==> src/logic/cpuPkg.sv <==
// shared types and opcodes for lw, sw, sub, xori and j only; no load-use stall, so a load target must not be read by the next instruction
`default_nettype none

package cpuPkg;

    typedef logic [31:0] wordT;     // data word or byte address
    typedef logic [31:0] instrT;
    typedef logic [4:0]  regNumT;
    typedef logic [5:0]  opcodeT;   // bits 31:26 of the instruction

    localparam opcodeT opcLw   = 6'b100011;
    localparam opcodeT opcSw   = 6'b101011;
    localparam opcodeT opcSub  = 6'b000000;   // R-type, funct not decoded
    localparam opcodeT opcXori = 6'b001110;
    localparam opcodeT opcJ    = 6'b000010;

    // decoded instruction class, carried down the pipe
    typedef enum logic [2:0] {
        opNop,
        opLoad,
        opStore,
        opSub,
        opXori,
        opJump
    } opClassT;

endpackage

`default_nettype wire

==> src/logic/fetchUnit.sv <==
// fetch stage; imemDepth must be a power of two, loading works only while run is low
`timescale 1ns/100ps
`default_nettype none

module fetchUnit #(
    parameter int imemDepth = 64
) (
    input  logic                         clk,
    input  logic                         reset,
    input  logic                         run,
    input  logic                         loadEn,
    input  logic [$clog2(imemDepth)-1:0] loadAddr,
    input  cpuPkg::instrT                loadData,
    output logic                         fetchValid,
    output cpuPkg::instrT                fetchInstr
);
    import cpuPkg::*;

    localparam int idxW = $clog2(imemDepth);

    instrT imem [imemDepth];    // filled through the load port
    wordT  pc;
    wordT  jumpTarget;
    logic  isJump;

    assign fetchInstr = imem[pc[idxW+1:2]];     // index wraps with the depth
    assign fetchValid = run;
    assign isJump     = fetchInstr[31:26] == opcJ;
    assign jumpTarget = {pc[31:28], fetchInstr[25:0], 2'b00};

    always_ff @(posedge clk) begin
        if (!run && loadEn) begin
            imem[loadAddr] <= loadData;
        end
    end

    always_ff @(posedge clk or negedge reset) begin
        if (!reset) begin
            pc <= '0;
        end else if (!run) begin
            pc <= '0;                   // parked at the start while loading
        end else if (isJump) begin
            pc <= jumpTarget;           // slot after the jump never fetched
        end else begin
            pc <= pc + 32'd4;
        end
    end

endmodule

`default_nettype wire

==> config.mk <==
export PLATFORM = sky130hd
export DESIGN_NAME = fetchUnit
export DESIGN_NICKNAME = d
export VERILOG_FILES = /design/src/logic/cpuPkg.sv /design/src/logic/fetchUnit.sv
export SDC_FILE = /design/constraint.sdc
export NUM_CORES = 2
export LEC_CHECK = 0
export BUFFER_PORTS_ARGS = -buffer_cell sky130_fd_sc_hd__buf_2
export CELL_PAD_IN_SITES_DETAIL_PLACEMENT = 1
export CELL_PAD_IN_SITES_GLOBAL_PLACEMENT = 1
export CORE_AREA = 3 3 477 479
export CTS_BUF_LIST = sky130_fd_sc_hd__clkbuf_16
export DETAILED_ROUTE_END_ITERATION = 8
export DIE_AREA = 0 0 480 482
export PLACE_DENSITY = 0.56
export SYNTH_ARGS = -nofsm -noshare
export SYNTH_HDL_FRONTEND = slang
export SYNTH_SLANG_ARGS = --single-unit
==> constraint.sdc <==
create_clock -name clk -period 8.7 [get_ports clk]
set_input_delay 0.435 -clock clk [delete_from_list [all_inputs] [get_ports clk]]
set_output_delay 0.435 -clock clk [all_outputs]
set_load 0.01 [all_outputs]
==> flow_metrics.env <==
export IMPL_outcome="finished, final reports clean"
export IMPL_yosysSeqAreaShare=0.7881
export IMPL_cts_root_buf="clkbuf_16"
export IMPL_grt_overflow_total=0
export IMPL_synth_edf_count=2048
export IMPL_grt_most_used_layer="met2"
export IMPL_clkSlewWorstSetupHoldPaths_ns=0.06
export IMPL_tritoncts="built"
export IMPL_start_util=0.3492
export IMPL_synth_area_leaders="edfxtp_1 79%, mux4_2 18%, nor2_1 0.35%"
export IMPL_use_met1=0.2818
export IMPL_drv_cap=0
export IMPL_endpoint_kind="output port"
export IMPL_irDropWorstVdd_mv=0.1814
export IMPL_async_flop_share=0.002921
export IMPL_routabilityCongestion=0.7177
export IMPL_nets=3331
export IMPL_ys_types=48
export IMPL_clock_sinks=2054
export IMPL_fin_crit_ns=5.247
export IMPL_synth_nets=3121
export IMPL_detailed_place_hpwl_mm=111.7
export IMPL_wire_per_inst_um=34.94
export IMPL_hp_class="in2reg"
export IMPL_grt_pass1_wl_mm=310.7
export IMPL_dpl_instance_area_sq_mm=0.08291
export IMPL_setup_violations_final=0
export IMPL_finalClockSkew_ns=0.02991
export IMPL_nFillCells=20659
export IMPL_relSlewSlack=0.1575
export IMPL_viasPerCell=5.634
export IMPL_num_rows=174
export IMPL_synth_area_per_cell_sq_um=25.41
export IMPL_cts_buffers=204
export IMPL_layout_drive_gt1_share=0.3331
export IMPL_die_area_sq_mm=0.2314
export IMPL_stdcell_area_sq_mm=0.08915
export IMPL_worstSetupStartpointType="flop"
export IMPL_syn_area_sq_mm=0.07822
export IMPL_worstPathRequired_ns=8.27
export IMPL_finalSetupTns_ns=0
export IMPL_seq_area_sq_mm=0.06167
export IMPL_antenna_found_initial=25
export IMPL_powerDensity_mw_per_mm2=237.7
export IMPL_grt_util_met2=0.3071
export IMPL_crit_type="reg2out"
export IMPL_die_w_um=480
export IMPL_fmax_mhz=190.6
export IMPL_arrival_ns=4.81
export IMPL_use_met3=0.03692
export IMPL_r2r_slack_ns=4.15
export IMPL_vias=36292
export IMPL_finalCritPeriodShare=0.6031
export IMPL_ys_warnings_count=0
export IMPL_synth_seq_cells=2054
export IMPL_io_pins=75
export IMPL_cts_htree_levels=4
export IMPL_clock_path_buffers=3
export IMPL_p_leak_nw=26.53
export IMPL_cts_resized=0
export IMPL_yosys_area_top_type_share=0.7862
export IMPL_synth_most_common_cell="edfxtp_1"
export IMPL_ys_flop_type="edfxtp_1"
export IMPL_drt_iter0_markers=4427
export IMPL_syn_inst=3078
export IMPL_die_y_um=482
export IMPL_grt_start_max_net_pins=117
export IMPL_first_pass_iters=5
export IMPL_routed_wl_mm=225.1
export IMPL_drtAntennaViolNets=0
export IMPL_hold_viol=0
export IMPL_tightest_slew_ns=1.264
export IMPL_multiInputGateArea_sq_mm=0.01631
export IMPL_slew_viol_final=0
export IMPL_synth_area_leader_cell="edfxtp_1"
export IMPL_port_buffer_count=74
export IMPL_core_sq_mm=0.2240
export IMPL_grt_pass1_vias=37077
export IMPL_clock_latency_ns=0.82
export IMPL_critPathMaxFanout=43
export IMPL_grt_setup_unrepaired="false"
export IMPL_grt_usage=0.1941
export IMPL_synth_common_cells="2048 x edfxtp_1, 640 x mux4_2, 72 x nor2_1"
export IMPL_area_delta_synth_final_pct=13.97
export IMPL_drc=0
==> cells in the final DEF, fill, tap and decap left out, types with 2 or more instances in the layout <==
master / n
edfxtp_1: 2048
mux4_2: 640
clkbuf_16: 210
buf_4: 77
buf_2: 74
nor2_4: 64
inv_1: 52
clkinv_1: 50
clkinv_2: 33
nand2_1: 26
mux2i_1: 26
a22oi_1: 12
buf_12: 11
nand3_1: 9
bufinv_16: 9
nor2_1: 8
nor2b_1: 6
and2_1: 5
a221oi_1: 5
o22ai_1: 5
mux4_1: 5
clkinvlp_4: 5
dfrtp_4: 5
diode_2: 4
nand2b_1: 4
nor3_1: 4
o21ai_0: 4
nand3b_1: 4
inv_6: 4
nand4_1: 3
dlygate4sd3_1: 3
or2_2: 2
o211ai_1: 2
o221ai_1: 2
mux2_2: 2
a21oi_1: 2
xnor2_1: 2
or3b_2: 2
clkinv_4: 2
==> critical path, stage by stage (launching register included) <==
cell and delay (ns):
dfrtp_4 0.85, buf_4 0.68, buf_4 0.71, mux4_2 0.42, mux4_2 0.49, mux4_2 0.58, buf_2 0.19
==> power breakdown <==
group          total [W]  internal (W)  leakage [nW]  switching (W)
Combinational    0.00191      0.000882          4.82        0.00103
Sequential        0.0110        0.0109          18.5      0.0000559
Clock            0.00830       0.00460          3.23        0.00370
==> kinds of logic after synthesis <==
group                      after synthesis  synth area share
adders and majority gates                1         0.0001599
xor gates and xnor gates                 3         0.0003360
DFF                                   2054            0.7881
and+or+nand+nor                        143          0.008494
AOI/OAI and AO/OA                       39          0.003871
buffers and inverters                  165          0.009469
muxes                                  673            0.1896
==> registers in the layout (all words and copies together), names as in the netlist <==
| signal | cells |
|---|---|
| imem | 2048 |
| pc | 6 |
==> path summary, 6_finish.rpt <==
kind | end | startpoint | cells past startpoint
min in group asynchronous | pc[6]$_DFF_PN0_ | reset | 3
setup / recovery | fetchInstr[12] | pc[3]$_DFF_PN0_ | 6
setup reg to reg | pc[3]$_DFF_PN0_ | pc[3]$_DFF_PN0_ | 9
max in group asynchronous | pc[4]$_DFF_PN0_ | reset | 3
hold reg to reg | pc[4]$_DFF_PN0_ | pc[4]$_DFF_PN0_ | 3
hold / removal | imem[13][12]$_DFFE_PP_ | loadData[12] | 1
==> timing repair <==
item,4_1_cts,5_1_grt
buffers inserted,0,0
hold buffers,3,0
hold endpoints to repair,12,0
==> final cells by class <==
type | instances | share of cell area
Tap cell | 2992 | 0.04199
Timing Repair Buffer | 165 | 0.01344
Multi-Input combinational cell | 859 | 0.1830
Inverter | 4 | 0.0001684
Antenna cell | 4 | 0.0001123
Sequential cell | 2054 | 0.6917
Clock buffer | 210 | 0.05894
Clock inverter | 154 | 0.01062
==> per-stage QoR <==
stage	util	hold slack, ns	power (W)	cells	setup WS (ns)
6_report	0.3980	0.3327	0.02119	6442	3.453
5_1_grt	0.3979	0.3565	0.02189	6439	3.285
4_1_cts	0.3979	0.2766	0.02140	6438	3.386
3_5_place_dp	0.3701	0.2805	0.01314	6071	4.134
3_3_place_gp	0.3701	0.2781	0.01313	6071	4.048
2_1_floorplan	-	0.1394	0.01242	3078	5.271
==> layer usage <==
| metal | part of all wire | wire length (um) |
|---|---|---|
| met1 | 0.43 | 97490 |
| met2 | 0.48 | 107100 |
| met3 | 0.071 | 16020 |
| met4 | 0.020 | 4424 |
| met5 | 0.00022 | 49 |
(Power assumes the default switching activity.)
