==> src/logic/cpuPkg.sv <==
// shared types and opcodes for lw, sw, sub, xori and j only; no load-use stall, so a load target must not be read by the next instruction
`default_nettype none

package cpuPkg;

    typedef logic [31:0] wordT;     // data word or byte address
    typedef logic [31:0] instrT;
    typedef logic [4:0]  regNumT;
    typedef logic [5:0]  opcodeT;   // bits 31:26 of the instruction

    localparam opcodeT opcLw   = 6'b100011;
    localparam opcodeT opcSw   = 6'b101011;
    localparam opcodeT opcSub  = 6'b000000;   // R-type, funct not decoded
    localparam opcodeT opcXori = 6'b001110;
    localparam opcodeT opcJ    = 6'b000010;

    // decoded instruction class, carried down the pipe
    typedef enum logic [2:0] {
        opNop,
        opLoad,
        opStore,
        opSub,
        opXori,
        opJump
    } opClassT;

endpackage

`default_nettype wire

==> src/logic/stageBuses.sv <==
// stage-to-stage links of the core; no handshake, every stage advances each cycle
`timescale 1ns/100ps
`default_nettype none

interface execBus;
    import cpuPkg::*;

    logic    valid;
    opClassT opClass;
    wordT    srcA;      // rs value as read in decode
    wordT    srcB;      // rt value as read in decode
    wordT    imm;       // sign-extended immediate
    regNumT  rsNum;
    regNumT  rtNum;
    regNumT  destNum;

    modport producer (output valid, opClass, srcA, srcB, imm, rsNum, rtNum, destNum);
    modport consumer (input valid, opClass, srcA, srcB, imm, rsNum, rtNum, destNum);
endinterface


interface wbBus;
    import cpuPkg::*;

    logic   valid;      // only for register writes to a nonzero register
    regNumT destNum;
    wordT   data;

    modport producer (output valid, destNum, data);
    modport consumer (input valid, destNum, data);
    modport forwardTap (input valid, destNum, data);
endinterface

`default_nettype wire

==> src/logic/decodeUnit.sv <==
// decode and register read; no load-use interlock, a load target read by the next instruction is stale
`timescale 1ns/100ps
`default_nettype none

module decodeUnit (
    input  logic          clk,
    input  logic          reset,
    input  logic          fetchValid,
    input  cpuPkg::instrT fetchInstr,
    execBus.producer      exec,
    wbBus.consumer        wb
);
    import cpuPkg::*;

    wordT    regs [32];
    opcodeT  opcode;
    opClassT opClass;
    regNumT  rsNum;
    regNumT  rtNum;
    regNumT  rdNum;
    wordT    rsValue;
    wordT    rtValue;

    assign opcode = fetchInstr[31:26];
    assign rsNum  = fetchInstr[25:21];
    assign rtNum  = fetchInstr[20:16];
    assign rdNum  = fetchInstr[15:11];

    always_comb begin
        case (opcode)
            opcLw:   opClass = opLoad;
            opcSw:   opClass = opStore;
            opcSub:  opClass = opSub;
            opcXori: opClass = opXori;
            opcJ:    opClass = opJump;
            default: opClass = opNop;   // unknown opcodes retire silently
        endcase
    end

    // write-through covers the instruction three ahead, now in writeback
    assign rsValue = (wb.valid && wb.destNum == rsNum) ? wb.data : regs[rsNum];
    assign rtValue = (wb.valid && wb.destNum == rtNum) ? wb.data : regs[rtNum];

    always_ff @(posedge clk or negedge reset) begin
        if (!reset) begin
            for (int i = 0; i < 32; i++) begin
                regs[i] <= '0;
            end
        end else if (wb.valid) begin
            regs[wb.destNum] <= wb.data;    // never register 0
        end
    end

    always_ff @(posedge clk or negedge reset) begin
        if (!reset) begin
            exec.valid   <= 1'b0;
            exec.opClass <= opNop;
        end else begin
            exec.valid   <= fetchValid && opClass != opNop && opClass != opJump;
            exec.opClass <= opClass;
        end
    end

    always_ff @(posedge clk) begin
        exec.srcA    <= rsValue;
        exec.srcB    <= rtValue;
        exec.imm     <= {{16{fetchInstr[15]}}, fetchInstr[15:0]};
        exec.rsNum   <= rsNum;
        exec.rtNum   <= rtNum;
        exec.destNum <= (opClass == opSub) ? rdNum : rtNum;   // rd only for R-type
    end

endmodule

`default_nettype wire

==> src/flat_wrapper.sv <==
// flat-port wrapper written by rule: the top's interface ports become plain ports
module decodeUnit_flat import cpuPkg::*;
  (clk, reset, fetchValid, fetchInstr, exec_valid, exec_opClass, exec_srcA, exec_srcB, exec_imm, exec_rsNum, exec_rtNum, exec_destNum, wb_valid, wb_destNum, wb_data);
  execBus exec_i ();
  wbBus wb_i ();
  input  logic clk;
  input  logic reset;
  input  logic fetchValid;
  input  cpuPkg::instrT fetchInstr;
  output wire logic [$bits(exec_i.valid)-1:0] exec_valid;
  output wire logic [$bits(exec_i.opClass)-1:0] exec_opClass;
  output wire logic [$bits(exec_i.srcA)-1:0] exec_srcA;
  output wire logic [$bits(exec_i.srcB)-1:0] exec_srcB;
  output wire logic [$bits(exec_i.imm)-1:0] exec_imm;
  output wire logic [$bits(exec_i.rsNum)-1:0] exec_rsNum;
  output wire logic [$bits(exec_i.rtNum)-1:0] exec_rtNum;
  output wire logic [$bits(exec_i.destNum)-1:0] exec_destNum;
  input wire logic [$bits(wb_i.valid)-1:0] wb_valid;
  input wire logic [$bits(wb_i.destNum)-1:0] wb_destNum;
  input wire logic [$bits(wb_i.data)-1:0] wb_data;
  assign exec_valid = exec_i.valid;
  assign exec_opClass = exec_i.opClass;
  assign exec_srcA = exec_i.srcA;
  assign exec_srcB = exec_i.srcB;
  assign exec_imm = exec_i.imm;
  assign exec_rsNum = exec_i.rsNum;
  assign exec_rtNum = exec_i.rtNum;
  assign exec_destNum = exec_i.destNum;
  assign wb_i.valid = wb_valid;
  assign wb_i.destNum = wb_destNum;
  assign wb_i.data = wb_data;
  decodeUnit u_core (.clk(clk), .reset(reset), .fetchValid(fetchValid), .fetchInstr(fetchInstr), .exec(exec_i), .wb(wb_i));
endmodule
==> config.mk <==
export PLATFORM = sky130hd
export DESIGN_NAME = decodeUnit_flat
export DESIGN_NICKNAME = d
export VERILOG_FILES = /design/src/logic/cpuPkg.sv /design/src/logic/stageBuses.sv /design/src/logic/decodeUnit.sv /design/src/flat_wrapper.sv
export SDC_FILE = /design/constraint.sdc
export NUM_CORES = 2
export LEC_CHECK = 0
export BUFFER_PORTS_ARGS = -buffer_cell sky130_fd_sc_hd__buf_2
export CORE_ASPECT_RATIO = 0.7
export CORE_MARGIN = 2
export CORE_UTILIZATION = 35
export DETAILED_ROUTE_END_ITERATION = 8
export SETUP_SLACK_MARGIN = 0.05
export SLEW_MARGIN = 20
export SYNTH_ARGS = -nofsm -noshare
export SYNTH_HDL_FRONTEND = slang
export SYNTH_SLANG_ARGS = --single-unit
==> constraint.sdc <==
create_clock -name clk -period 2.7 [get_ports clk]
set_input_delay 0.54 -clock clk [delete_from_list [all_inputs] [get_ports clk]]
set_output_delay 0.54 -clock clk [all_outputs]
set_load 0.05 [all_outputs]
==> impl_metrics.tcl <==
set metrics [dict create \
    status "completed" \
    final_layout_size_suffix_gt1_share_pct 35.4 \
    reg2reg_depth 5 \
    synth_warnings 0 \
    synth_seq_area_share_pct 46.7 \
    placed_area_mm2 0.0645 \
    seq_power_share_pct 44.9 \
    post-route-drc-count 0 \
    tightest_slew_ns 0.883 \
    n_fill_cell 15600 \
    synth_fp_nets 4656 \
    required_ns 3.33 \
    worst_setup_path_start_kind "input port" \
    yosys-top-cells-area "dfrtp_1 (44%), mux2i_1 (17%), mux2_2 (17%)" \
    dr.pass1.iters 6 \
    combPwrFrac_pct 20.4 \
    hold_path_end "u_core.exec.opClass[0]" \
    rsz0062_at_grt "false" \
    track_usage_pct 22.8 \
    grt_pass1_wl_mm 293 \
    p_leak_nw 31.9 \
    ys.flop_type "dfrtp_1" \
    max_freq_mhz 399 \
    grt_pass1_vias 41500 \
    max_stage_delay_ns 0.57 \
    post-route-period-util_pct 92.9 \
    cts_tree "built" \
    timing.rr.end "u_core.exec.srcB[24]" \
    rows 126 \
    holdCritPathClass "input port to flip-flop" \
    finalCriticalPeriod_ns 2.51 \
    synth_largest_area_cell "dfrtp_1" \
    gp_congestion 0.820 \
    die_y_um 348 \
    cts_inserted_buffers 118 \
    clkSlewWorstSetupHoldPaths_ns 0.06 \
    seqCellArea_mm2 0.0276 \
    clock_power_share_pct 34.8 \
    cts_buffer_depth 3 \
    hold_start "fetchInstr[28]" \
    core_area_mm2 0.168 \
    hold_path_depth 2 \
    antenna_found_initial 5 \
    finalHoldViolations 0 \
    die-area_mm2 0.172 \
    cp-end-kind "flip-flop" \
    fin_worst_skew_ns 0.0224 \
    ir_worst_vdd_mv 0.566 \
    wl_per_cell_um 28.2 \
    final_area_mm2 0.0689 \
    diodes 0 \
    p_sw_mw 14.9 \
    synth-edff-count 0 \
    clock-sinks 1123 \
    finish.net_count 4810 \
    grt_max_degree 136 \
    synth.most_common_cell "dfrtp_1" \
    setup_violations 0 \
    vias_per_cell 5.85 \
    synth_top_area_share_pct 43.5 \
    grt_overflow 0 \
    cts_root_buf "clkbuf_16" \
    synthTopCellsByCount "dfrtp_1 (1028), mux2i_1 (1024), mux2_2 (897)" \
    die_w_um 495 \
    insertion_delay_ns 0.77 \
    io_buffers 187 \
    reg2reg_slack_ns 0.83 \
    worstPathArrival_ns 3.14 \
    area_growth_pct 16.5 \
    htree_levels 3 \
    synthDistinctLibCells 38 \
    slowest_stage "dlygate4sd3_1" \
    power_density_mw_per_mm2 725 \
    crit_chain "dlygate4sd3_1 > buf_8 > buf_12 > mux2i_1 > a22o_1 > a221oi_1 > o22ai_1 > o41ai_2" \
    drv_slew 0 \
    synth.avg_cell_area_um2 12.9 \
    dr.first_iter.drc_count 3836 \
    async_flop_share_pct 91.5 \
    critPathTopFamily "compound AO/OA/AOI/OAI gates" \
    slew_headroom_pct 40.7 \
    ant_nets 0 \
    dp_hpwl_mm 121 \
    netlist_instances 4583 \
    crit_cells 8 \
    synth_area_mm2 0.0591 \
    multi_input_area_mm2 0.0292 \
    io_pins 188 \
    hold-worst-slack_ns 0.0683 \
    worstSetupPathType "input port to flip-flop" \
    p_int_mw 35.0 \
    wl_mm 200 \
    cap_viol_max_count 0 \
    ys_ff_latch 1123 \
    path_buf_inv 3 \
    cp_max_fo 32 \
    cts_setup_buffers 0 \
    swShare_pct 29.9 \
    start_util_pct 35.2 \
    utilization_pct 41.0 \
    reg2reg_from "u_core.regs[472]" \
    num_vias 41400 \
]
kinds of logic (layout without fill, tap and decap cells):
family	after synthesis	count (layout)	share of synthesized area, %
compound gates	772	772	10.7
simple gates	145	145	1.12
buf+inv	479	736	4.35
flops	1123	1123	46.7
xor+xnor	11	11	0.163
mux	2053	2053	36.9
routing by layer:
layer / track usage [%] / wire [um] / vias to the layer above
met4: 6.09 / 5050 / 2
met1: 33.2 / 94000 / 21900
met5: 0 / 13 / -
met3: 3.91 / 12800 / 334
li1: - / - / 17700
met2: 34.6 / 88100 / 1408
placed cells by master (no fill, tap or decap), types with 29 or more instances in the layout:
| master | n |
|---|---|
| buf_12 | 134 |
| mux2i_1 | 1024 |
| a21oi_1 | 130 |
| buf_4 | 165 |
| a22oi_1 | 256 |
| mux2_2 | 897 |
| buf_2 | 184 |
| mux2_1 | 132 |
| o41ai_2 | 64 |
| dfrtp_1 | 1028 |
| clkbuf_16 | 120 |
| o22ai_1 | 65 |
| clkinv_2 | 29 |
| nand2_1 | 68 |
| dfxtp_1 | 95 |
| a22o_1 | 128 |
| a221oi_1 | 118 |
flip-flops by register name (all words and copies together), names as in the netlist:
name                 cells
u_core.exec.valid        1
u_core.exec.destNum      5
u_core.exec.srcA        32
u_core.exec.rsNum        5
u_core.exec.imm         16
u_core.exec.rtNum        5
u_core.exec.opClass      3
u_core.regs           1024
u_core.exec.srcB        32
power groups by stage:
stage	clock network (mW)	logic, mW	registers (mW)
after global routing	18.5	11.0	22.8
after CTS	17.8	10.2	22.3
after global placement	0	9.88	22.5
after floorplan	0	6.90	22.5
final	17.4	10.2	22.4
after detailed placement	0	10.1	22.6
final cells by class:
class,count,area share [%]
Timing Repair Buffer,513,7.49
Multi-Input combinational cell,2981,42.4
Sequential cell,1123,40.1
Clock inverter,60,1.02
Clock buffer,163,4.93
Tap cell,2240,4.07
metrics by stage:
stage	total power, mW	TNS (ns)	setup slack, ns	instances
5_1_grt	52.3	0	0.111	7080
2_1_floorplan	29.4	0	0.652	4583
6_report	50.0	0	0.192	7080
4_1_cts	50.3	0	0.185	7080
3_3_place_gp	32.3	-19.51	-0.247	6830
3_5_place_dp	32.7	-0.127	-0.0635	6830
how the worst max path moves through the flow:
stage	slack [ns]	endpoint	start
after floorplan	0.65	u_core.regs[629]	wb_destNum[0]
after global placement	-0.25	u_core.regs[775]	wb_destNum[3]
after detailed placement	-0.06	u_core.exec.srcB[24]	fetchInstr[16]
after CTS	0.19	u_core.exec.srcB[24]	fetchInstr[16]
after global routing	0.11	u_core.exec.srcB[24]	fetchInstr[16]
final	0.19	u_core.exec.srcB[24]	fetchInstr[16]
repair_timing:
action | 4_1_cts | 5_1_grt
resized for setup | 0 | 0
endpoints found under the hold margin | 113 | 0
endpoints found under the setup margin | 0 | 0
hold buffers | 27 | 0
Power figures use the tool's default switching activity.
