===== config.mk =====
export PLATFORM = sky130hd
export DESIGN_NAME = executeUnit_flat
export DESIGN_NICKNAME = d
export VERILOG_FILES = /design/src/logic/cpuPkg.sv /design/src/logic/stageBuses.sv /design/src/logic/executeUnit.sv /design/src/flat_wrapper.sv
export SDC_FILE = /design/constraint.sdc
export NUM_CORES = 1
export LEC_CHECK = 0
export BUFFER_PORTS_ARGS = -buffer_cell sky130_fd_sc_hd__buf_4
export CORE_MARGIN = 2
export CORE_UTILIZATION = 49
export CTS_CLUSTER_SIZE = 8
export DETAILED_ROUTE_END_ITERATION = 8
export GPL_ROUTABILITY_DRIVEN = 1
export GPL_TIMING_DRIVEN = 0
export HOLD_SLACK_MARGIN = 0.02
export PLACE_DENSITY_LB_ADDON = 0.25
export SYNTH_ARGS = -nofsm -noshare
export SYNTH_HDL_FRONTEND = slang
export SYNTH_SLANG_ARGS = --single-unit

===== constraint.sdc =====
create_clock -name clk -period 0.8 [get_ports clk]
set_clock_uncertainty 0.05 [all_clocks]
set_input_delay 0.12 -clock clk [delete_from_list [all_inputs] [get_ports clk]]
set_output_delay 0.12 -clock clk [all_outputs]
set_load 0.05 [all_outputs]

===== src/logic/cpuPkg.sv =====
// shared types and opcodes for lw, sw, sub, xori and j only; no load-use stall, so a load target must not be read by the next instruction
`default_nettype none

package cpuPkg;

    typedef logic [31:0] wordT;     // data word or byte address
    typedef logic [31:0] instrT;
    typedef logic [4:0]  regNumT;
    typedef logic [5:0]  opcodeT;   // bits 31:26 of the instruction

    localparam opcodeT opcLw   = 6'b100011;
    localparam opcodeT opcSw   = 6'b101011;
    localparam opcodeT opcSub  = 6'b000000;   // R-type, funct not decoded
    localparam opcodeT opcXori = 6'b001110;
    localparam opcodeT opcJ    = 6'b000010;

    // decoded instruction class, carried down the pipe
    typedef enum logic [2:0] {
        opNop,
        opLoad,
        opStore,
        opSub,
        opXori,
        opJump
    } opClassT;

endpackage

`default_nettype wire


===== src/logic/stageBuses.sv =====
// stage-to-stage links of the core; no handshake, every stage advances each cycle
`timescale 1ns/100ps
`default_nettype none

interface execBus;
    import cpuPkg::*;

    logic    valid;
    opClassT opClass;
    wordT    srcA;      // rs value as read in decode
    wordT    srcB;      // rt value as read in decode
    wordT    imm;       // sign-extended immediate
    regNumT  rsNum;
    regNumT  rtNum;
    regNumT  destNum;

    modport producer (output valid, opClass, srcA, srcB, imm, rsNum, rtNum, destNum);
    modport consumer (input valid, opClass, srcA, srcB, imm, rsNum, rtNum, destNum);
endinterface

interface memBus;
    import cpuPkg::*;

    logic    valid;
    opClassT opClass;
    wordT    aluResult;     // byte address for lw and sw
    wordT    storeData;
    regNumT  destNum;

    modport producer (output valid, opClass, aluResult, storeData, destNum);
    modport consumer (input valid, opClass, aluResult, storeData, destNum);
    modport forwardTap (input valid, opClass, destNum, aluResult);
endinterface

interface wbBus;
    import cpuPkg::*;

    logic   valid;      // only for register writes to a nonzero register
    regNumT destNum;
    wordT   data;

    modport producer (output valid, destNum, data);
    modport consumer (input valid, destNum, data);
    modport forwardTap (input valid, destNum, data);
endinterface

`default_nettype wire


===== src/logic/executeUnit.sv =====
// execute stage with forwarding from memory and writeback; loads are never forwarded from the memory stage
`timescale 1ns/100ps
`default_nettype none

module executeUnit (
    input logic       clk,
    input logic       reset,
    execBus.consumer  exec,
    memBus.producer   mem,
    memBus.forwardTap memTap,
    wbBus.forwardTap  wbTap
);
    import cpuPkg::*;

    wordT opA;
    wordT opB;
    wordT aluOut;
    logic memHasResult;

    // only sub and xori have their value ready in the memory stage
    assign memHasResult = memTap.valid && (memTap.opClass == opSub || memTap.opClass == opXori);

    function automatic wordT pickSource(regNumT num, wordT decoded);
        if (memHasResult && num != '0 && memTap.destNum == num) begin
            return memTap.aluResult;    // newest producer wins
        end else if (wbTap.valid && num != '0 && wbTap.destNum == num) begin
            return wbTap.data;
        end
        return decoded;
    endfunction

    always_comb begin
        opA = pickSource(exec.rsNum, exec.srcA);
        opB = pickSource(exec.rtNum, exec.srcB);
    end

    always_comb begin
        case (exec.opClass)
            opLoad, opStore: aluOut = opA + exec.imm;   // byte address
            opSub:           aluOut = opA - opB;
            opXori:          aluOut = opA ^ exec.imm;   // immediate stays sign-extended
            default:         aluOut = '0;
        endcase
    end

    always_ff @(posedge clk or negedge reset) begin
        if (!reset) begin
            mem.valid   <= 1'b0;
            mem.opClass <= opNop;
        end else begin
            mem.valid   <= exec.valid;
            mem.opClass <= exec.opClass;
        end
    end

    always_ff @(posedge clk) begin
        mem.aluResult <= aluOut;
        mem.storeData <= opB;       // forwarded rt for sw
        mem.destNum   <= exec.destNum;
    end

endmodule

`default_nettype wire


===== src/flat_wrapper.sv =====
// flat-port wrapper written by rule: the top's interface ports become plain ports
module executeUnit_flat import cpuPkg::*;
  (clk, reset, exec_valid, exec_opClass, exec_srcA, exec_srcB, exec_imm, exec_rsNum, exec_rtNum, exec_destNum, mem_valid, mem_opClass, mem_aluResult, mem_storeData, mem_destNum, memTap_valid, memTap_opClass, memTap_destNum, memTap_aluResult, wbTap_valid, wbTap_destNum, wbTap_data);
  execBus exec_i ();
  memBus mem_i ();
  memBus memTap_i ();
  wbBus wbTap_i ();
  input logic clk;
  input logic reset;
  input wire logic [$bits(exec_i.valid)-1:0] exec_valid;
  input wire logic [$bits(exec_i.opClass)-1:0] exec_opClass;
  input wire logic [$bits(exec_i.srcA)-1:0] exec_srcA;
  input wire logic [$bits(exec_i.srcB)-1:0] exec_srcB;
  input wire logic [$bits(exec_i.imm)-1:0] exec_imm;
  input wire logic [$bits(exec_i.rsNum)-1:0] exec_rsNum;
  input wire logic [$bits(exec_i.rtNum)-1:0] exec_rtNum;
  input wire logic [$bits(exec_i.destNum)-1:0] exec_destNum;
  output wire logic [$bits(mem_i.valid)-1:0] mem_valid;
  output wire logic [$bits(mem_i.opClass)-1:0] mem_opClass;
  output wire logic [$bits(mem_i.aluResult)-1:0] mem_aluResult;
  output wire logic [$bits(mem_i.storeData)-1:0] mem_storeData;
  output wire logic [$bits(mem_i.destNum)-1:0] mem_destNum;
  input wire logic [$bits(memTap_i.valid)-1:0] memTap_valid;
  input wire logic [$bits(memTap_i.opClass)-1:0] memTap_opClass;
  input wire logic [$bits(memTap_i.destNum)-1:0] memTap_destNum;
  input wire logic [$bits(memTap_i.aluResult)-1:0] memTap_aluResult;
  input wire logic [$bits(wbTap_i.valid)-1:0] wbTap_valid;
  input wire logic [$bits(wbTap_i.destNum)-1:0] wbTap_destNum;
  input wire logic [$bits(wbTap_i.data)-1:0] wbTap_data;
  assign exec_i.valid = exec_valid;
  assign exec_i.opClass = exec_opClass;
  assign exec_i.srcA = exec_srcA;
  assign exec_i.srcB = exec_srcB;
  assign exec_i.imm = exec_imm;
  assign exec_i.rsNum = exec_rsNum;
  assign exec_i.rtNum = exec_rtNum;
  assign exec_i.destNum = exec_destNum;
  assign mem_valid = mem_i.valid;
  assign mem_opClass = mem_i.opClass;
  assign mem_aluResult = mem_i.aluResult;
  assign mem_storeData = mem_i.storeData;
  assign mem_destNum = mem_i.destNum;
  assign memTap_i.valid = memTap_valid;
  assign memTap_i.opClass = memTap_opClass;
  assign memTap_i.destNum = memTap_destNum;
  assign memTap_i.aluResult = memTap_aluResult;
  assign wbTap_i.valid = wbTap_valid;
  assign wbTap_i.destNum = wbTap_destNum;
  assign wbTap_i.data = wbTap_data;
  executeUnit u_core (.clk(clk), .reset(reset), .exec(exec_i), .mem(mem_i), .memTap(memTap_i), .wbTap(wbTap_i));
endmodule

==> results of run 1 <==
==> logic make-up after synthesis <==
| logic type | share of synthesized area [%] |
|---|---|
| DFF | 23.5 |
| adders and majority gates | 6.88 |
| and+or+nand+nor | 19.1 |
| buffers and inverters | 3.48 |
| muxes | 11.2 |
| AOI/OAI and AO/OA | 21.8 |
| xor gates and xnor gates | 14.1 |
==> through the flow <==
step	setup WS (ns)	instances	setup TNS (ns)	utilization, %
after floorplan	-3.10	775	-105.50	-
after global placement	-3.87	1214	-147.03	68.7
after detailed placement	-3.91	1214	-147.90	68.7
after CTS	-2.93	1356	-119.85	89.9
==> routing by layer <==
layer	overflow	global-route usage, %
met1	1	69.0
met2	21	94.3
met3	0	53.2
met4	23	77.0
met5	0	19.9
==> what timing repair did <==
item / CTS
hold buffers: 10
cloned: 2
hold endpoints to repair: 40
endpoints found under the setup margin: 137
pin swaps: 92
resized for setup: 402
setup buffers: 123
==> qor.txt, run 1 <==
fraction of registers with async set/reset -> 5.48%
net count after synthesis -> 1005
chip height -> 117 µm
GRT Util Overall -> 72.5%
top cells by area, synth -> dfxtp_1 22%, mux2i_1 10%, xnor2_1 9.7%, o21ai_0 7.8%, nand2_1 6.6%
Post-DP Area -> 0.00863 mm²
stage at which the flow ended -> global routing
count of synthesis-stage warnings from yosys -> 0
number of distinct library cells after synthesis -> 74
Yosys top cell area share -> 22.0%
maximum number of pins on one net before global-route repair -> 13
I/O pin count -> 269
number of H-tree levels -> 3
pin category terminating the worst setup path after the last repair -> register input
gp weighted congestion -> 0.941
HPWL after DPL -> 18.6 mm
clock tree sinks -> 73
width of the die -> 117 µm
Primary FF master, synth -> dfxtp_1
number of synthesized flops with an enable pin -> 0
Crit. endpoint post-GRT repair -> u_core.mem.aluResult[28]$_DFF_P_/D
top cells by instance count after synthesis -> 111 x nand2_1, 98 x o21ai_0, 70 x xnor2_1
PortBufs -> 267
sum of overflow across all layers after global routing -> 45
outcome -> aborted with a tool error
Syn Inst Count -> 775
fraction of the yosys area taken by sequential cells -> 23.5%
tool error message -> [ERROR GRT-0232] Routing congestion too high. Check the congestion heatmap in the GUI.
synthesis-stage register bit count -> 73
total standard cell area after synthesis -> 0.00629 mm²
TritonCTS Buffers -> 9
mean area per synthesized cell -> 8.12 µm²
post-synth top area cell -> dfxtp_1
initial core utilization -> 50.1%
num rows -> 41
maximum count of clock buffers along a single path -> 2
top-count cell post-synth -> nand2_1
buffer type at the clock tree root -> clkbuf_16
==> run 2, diff against run 1 <==
--- a/config.mk
+++ b/config.mk
@@ -7,13 +7,11 @@
 export LEC_CHECK = 0
 export BUFFER_PORTS_ARGS = -buffer_cell sky130_fd_sc_hd__buf_4
 export CORE_MARGIN = 2
-export CORE_UTILIZATION = 49
-export CTS_CLUSTER_SIZE = 8
+export CORE_UTILIZATION = 40
 export DETAILED_ROUTE_END_ITERATION = 8
 export GPL_ROUTABILITY_DRIVEN = 1
 export GPL_TIMING_DRIVEN = 0
-export HOLD_SLACK_MARGIN = 0.02
-export PLACE_DENSITY_LB_ADDON = 0.25
+export PLACE_DENSITY_LB_ADDON = 0.15
 export SYNTH_ARGS = -nofsm -noshare
 export SYNTH_HDL_FRONTEND = slang
 export SYNTH_SLANG_ARGS = --single-unit
==> qor.txt, run 2 <==
outcome -> finished with violations
failing checks -> hold timing, setup timing
top cells by area, synth -> dfxtp_1 22%, mux2i_1 10%, xnor2_1 9.7%, o21ai_0 7.8%, nand2_1 6.6%
chip height -> 129 µm (+10%)
count of synthesis-stage warnings from yosys -> 0 (unchanged)
DRT Pass-1 Iters -> 6
Int Pwr -> 10700 µW
area taken by multi-input logic gates -> 0.00549 mm²
gp weighted congestion -> 0.930 (-1.1%)
FF/Latch Area -> 0.00155 mm²
TritonCTS clock tree -> done
critical path data arrival time -> 4.01 ns
ratio of final minimum period to clock period -> 482%
synthesis-stage register bit count -> 73 (unchanged)
number of synthesized flops with an enable pin -> 0 (unchanged)
leakage dissipation -> 0.00495 µW
maximum number of pins on one net before global-route repair -> 14
total standard cell area after synthesis -> 0.00629 mm² (unchanged)
I/O pin count -> 269 (unchanged)
mean number of vias per cell -> 5.59
max frequency -> 259 MHz
worst min-delay path category -> input pin to register
number of vias in the routed layout -> 7659
beginning of the worst hold path -> memTap_aluResult[10]
number of global-route vias before repair -> 7607
buffer type at the clock tree root -> clkbuf_16
initial core utilization -> 41.2% (-8.8 points)
Core Area -> 0.0153 mm²
beginning of the critical path -> exec_rtNum[4]
GRT Util Overall -> 32.6%
post-cts hold buffer count -> 10 (unchanged)
Yosys top cell area share -> 22.0% (unchanged)
most common library cell in the layout ignoring fill and taps -> buf_4
final routed DRC violation total -> 0
Worst Max-Slew Pin Slew -> 1.07 ns
Slew Limit Headroom -> 28.7%
net count after synthesis -> 1005 (unchanged)
maximum count of clock buffers along a single path -> 2 (unchanged)
final critical-path setup slack -> -3.06 ns
width of the die -> 129 µm (+10%)
final instance area -> 0.0114 mm²
setup repair after global routing missed its margin -> yes
Final Routed Wirelength -> 28.9 mm
max-capacitance violation count -> 0
net count of the finished layout -> 1383
HPWL after DPL -> 19.7 mm (+5.5%)
die outline area -> 0.0167 mm²
sum of overflow across all layers after global routing -> 0
Worst Setup Path Type -> input pin to register
launching element type of the critical path -> input pin
critical-path maximum fanout -> 7
number of placed instances, taps included -> 1253 (+3.2%)
type of element capturing the critical path -> register
Primary FF master, synth -> dfxtp_1
Filler Cells Inserted -> 1099
Iter 0 DRT Violations -> 546
max-slew violation count -> 0
number of hold violations in the final report -> 24
PortBufs -> 267 (unchanged)
leading cell types in the layout, fill and taps excluded -> 264 x buf_4, 103 x nand2_1, 58 x xnor2_1, 53 x dfxtp_2
mean area per synthesized cell -> 8.12 µm² (unchanged)
Max rail drop VDD -> 1.01 mV
worst-case hold slack -> -0.0514 ns
number of routed nets with antenna violations -> 0
number of antenna diodes -> 0
fraction of registers with async set/reset -> 5.48% (unchanged)
clock group share of total power -> 26.6%
TritonCTS Buffers -> 9 (unchanged)
wire length per cell after detailed routing -> 21.1 µm
largest registers -> u_core.mem.aluResult x32, u_core.mem.storeData x32, u_core.mem.destNum x5
number of distinct library cells after synthesis -> 74 (unchanged)
non-filler instance count after layout -> 1369
fraction of the yosys area taken by sequential cells -> 23.5% (unchanged)
Syn Inst Count -> 775 (unchanged)
Gate power share -> 48.6%
net switching fraction of the power -> 38.2%
num rows -> 45 (+9.8%)
reported net switching power -> 6620 µW
power per cell area -> 1530 mW/mm²
post-synth top area cell -> dfxtp_1
clock input transition at the sequential cells of the worst setup and hold paths -> 0.07 ns
endpoints failing setup -> 137
top-count cell post-synth -> nand2_1
power consumption -> 17400 µW
wire length of the first global-routing pass -> 41.1 mm
final period demand of the worst path -> 3.86 ns
CP Data Required Time -> 0.95 ns
clock tree sinks -> 73 (unchanged)
number of H-tree levels -> 3 (unchanged)
number of antenna violations at the first check in global routing -> 0
Seq pwr share -> 24.8%
minimum setup slack after placement -> -4.12 ns (-0.213 ns)
top cells by instance count after synthesis -> 111 x nand2_1, 98 x o21ai_0, 70 x xnor2_1
Synth-to-Final Area Change -> 80.8%
fraction of layout cells with a size suffix above 1 -> 53.3%
Post-DP Area -> 0.00868 mm² (+0.57%)
==> run 2: power by group through the flow <==
| stage | clock (µW) | sequential, µW | combinational [µW] |
|---|---|---|---|
| 2_1_floorplan | 0 | 5630 | 2690 |
| 3_3_place_gp | 0 | 4220 | 6320 |
| 3_5_place_dp | 0 | 4230 | 6350 |
| 4_1_cts | 4600 | 4230 | 7500 |
| 5_1_grt | 4780 | 4340 | 8880 |
| 6_report | 4610 | 4310 | 8430 |
==> run 2: path summary, 6_finish.rpt <==
kind | cells after the start | to | slack [ns]
max | 21 | u_core.mem.aluResult[18] | -3.06
min | 3 | u_core.mem.storeData[10] | -0.05
max in group asynchronous | 2 | u_core.mem.opClass[1] | 0.56
min in group asynchronous | 2 | u_core.mem.opClass[2] | 0.03
==> run 2: timing repair <==
| action | in CTS | in global routing |
|---|---|---|
| endpoints found under the setup margin | 137 | 137 |
| pin swaps | 72 | 55 |
| gates resized for setup | 276 | 190 |
| hold endpoints to repair | 41 | 22 |
| setup buffers | 79 | 46 |
==> run 2: metal layers <==
metal / GRT usage [%] / vias up / share of wire (%)
li1: - / 3565 / -
met1: 36.6 / 3590 / 37
met2: 57.0 / 412 / 50
met3: 8.05 / 92 / 8.0
met4: 17.5 / 0 / 4.9
met5: 0 / - / 0
==> run 2: cells by family (layout without fill, tap and decap cells) <==
group	Yosys count	in the layout	synth area share, %
adders and majority gates	34	34	6.88
muxes	69	69	11.2
DFF	73	73	23.5
xor gates and xnor gates	101	101	14.1
and+or+nand+nor	231	231	19.1
AOI/OAI and AO/OA	220	220	21.8
buffers and inverters	47	430	3.48
==> run 2: area by class of cell <==
| class | instances | share of cell area (%) |
|---|---|---|
| clock inverters | 7 | 0.825 |
| multi-input cells | 655 | 48.2 |
| plain buffers | 36 | 3.15 |
| well taps | 211 | 2.32 |
| repair buffers | 370 | 29.6 |
| clock buffers | 9 | 1.98 |
| flip-flops and latches | 73 | 13.6 |
| inverters | 8 | 0.286 |
==> run 2: stage by stage <==
stage / util, % / TNS, ns
after CTS: 69.2 / -117.50
after global routing: 74.5 / -127.26
after detailed placement: 56.9 / -156.53
final: 74.5 / -121.11
after floorplan: - / -105.50
after global placement: 56.9 / -154.27
==> run 2: critical path, cell delays in order <==
cell      delay (ns)
buf_8           0.11
or4_4           0.54
nor2_4          0.10
buf_4           0.13
nor4_4          0.05
buf_12          0.16
buf_4           0.17
o21ai_4         0.15
mux2_4          0.20
ha_4            0.14
inv_4           0.03
fa_2            0.41
a211oi_2        0.26
o211ai_1        0.18
a41oi_2         0.21
buf_4           0.15
o21ai_2         0.06
a31o_2          0.24
and4b_1         0.18
o31ai_2         0.26
o21ai_1         0.12
(Power assumes the default switching activity.)
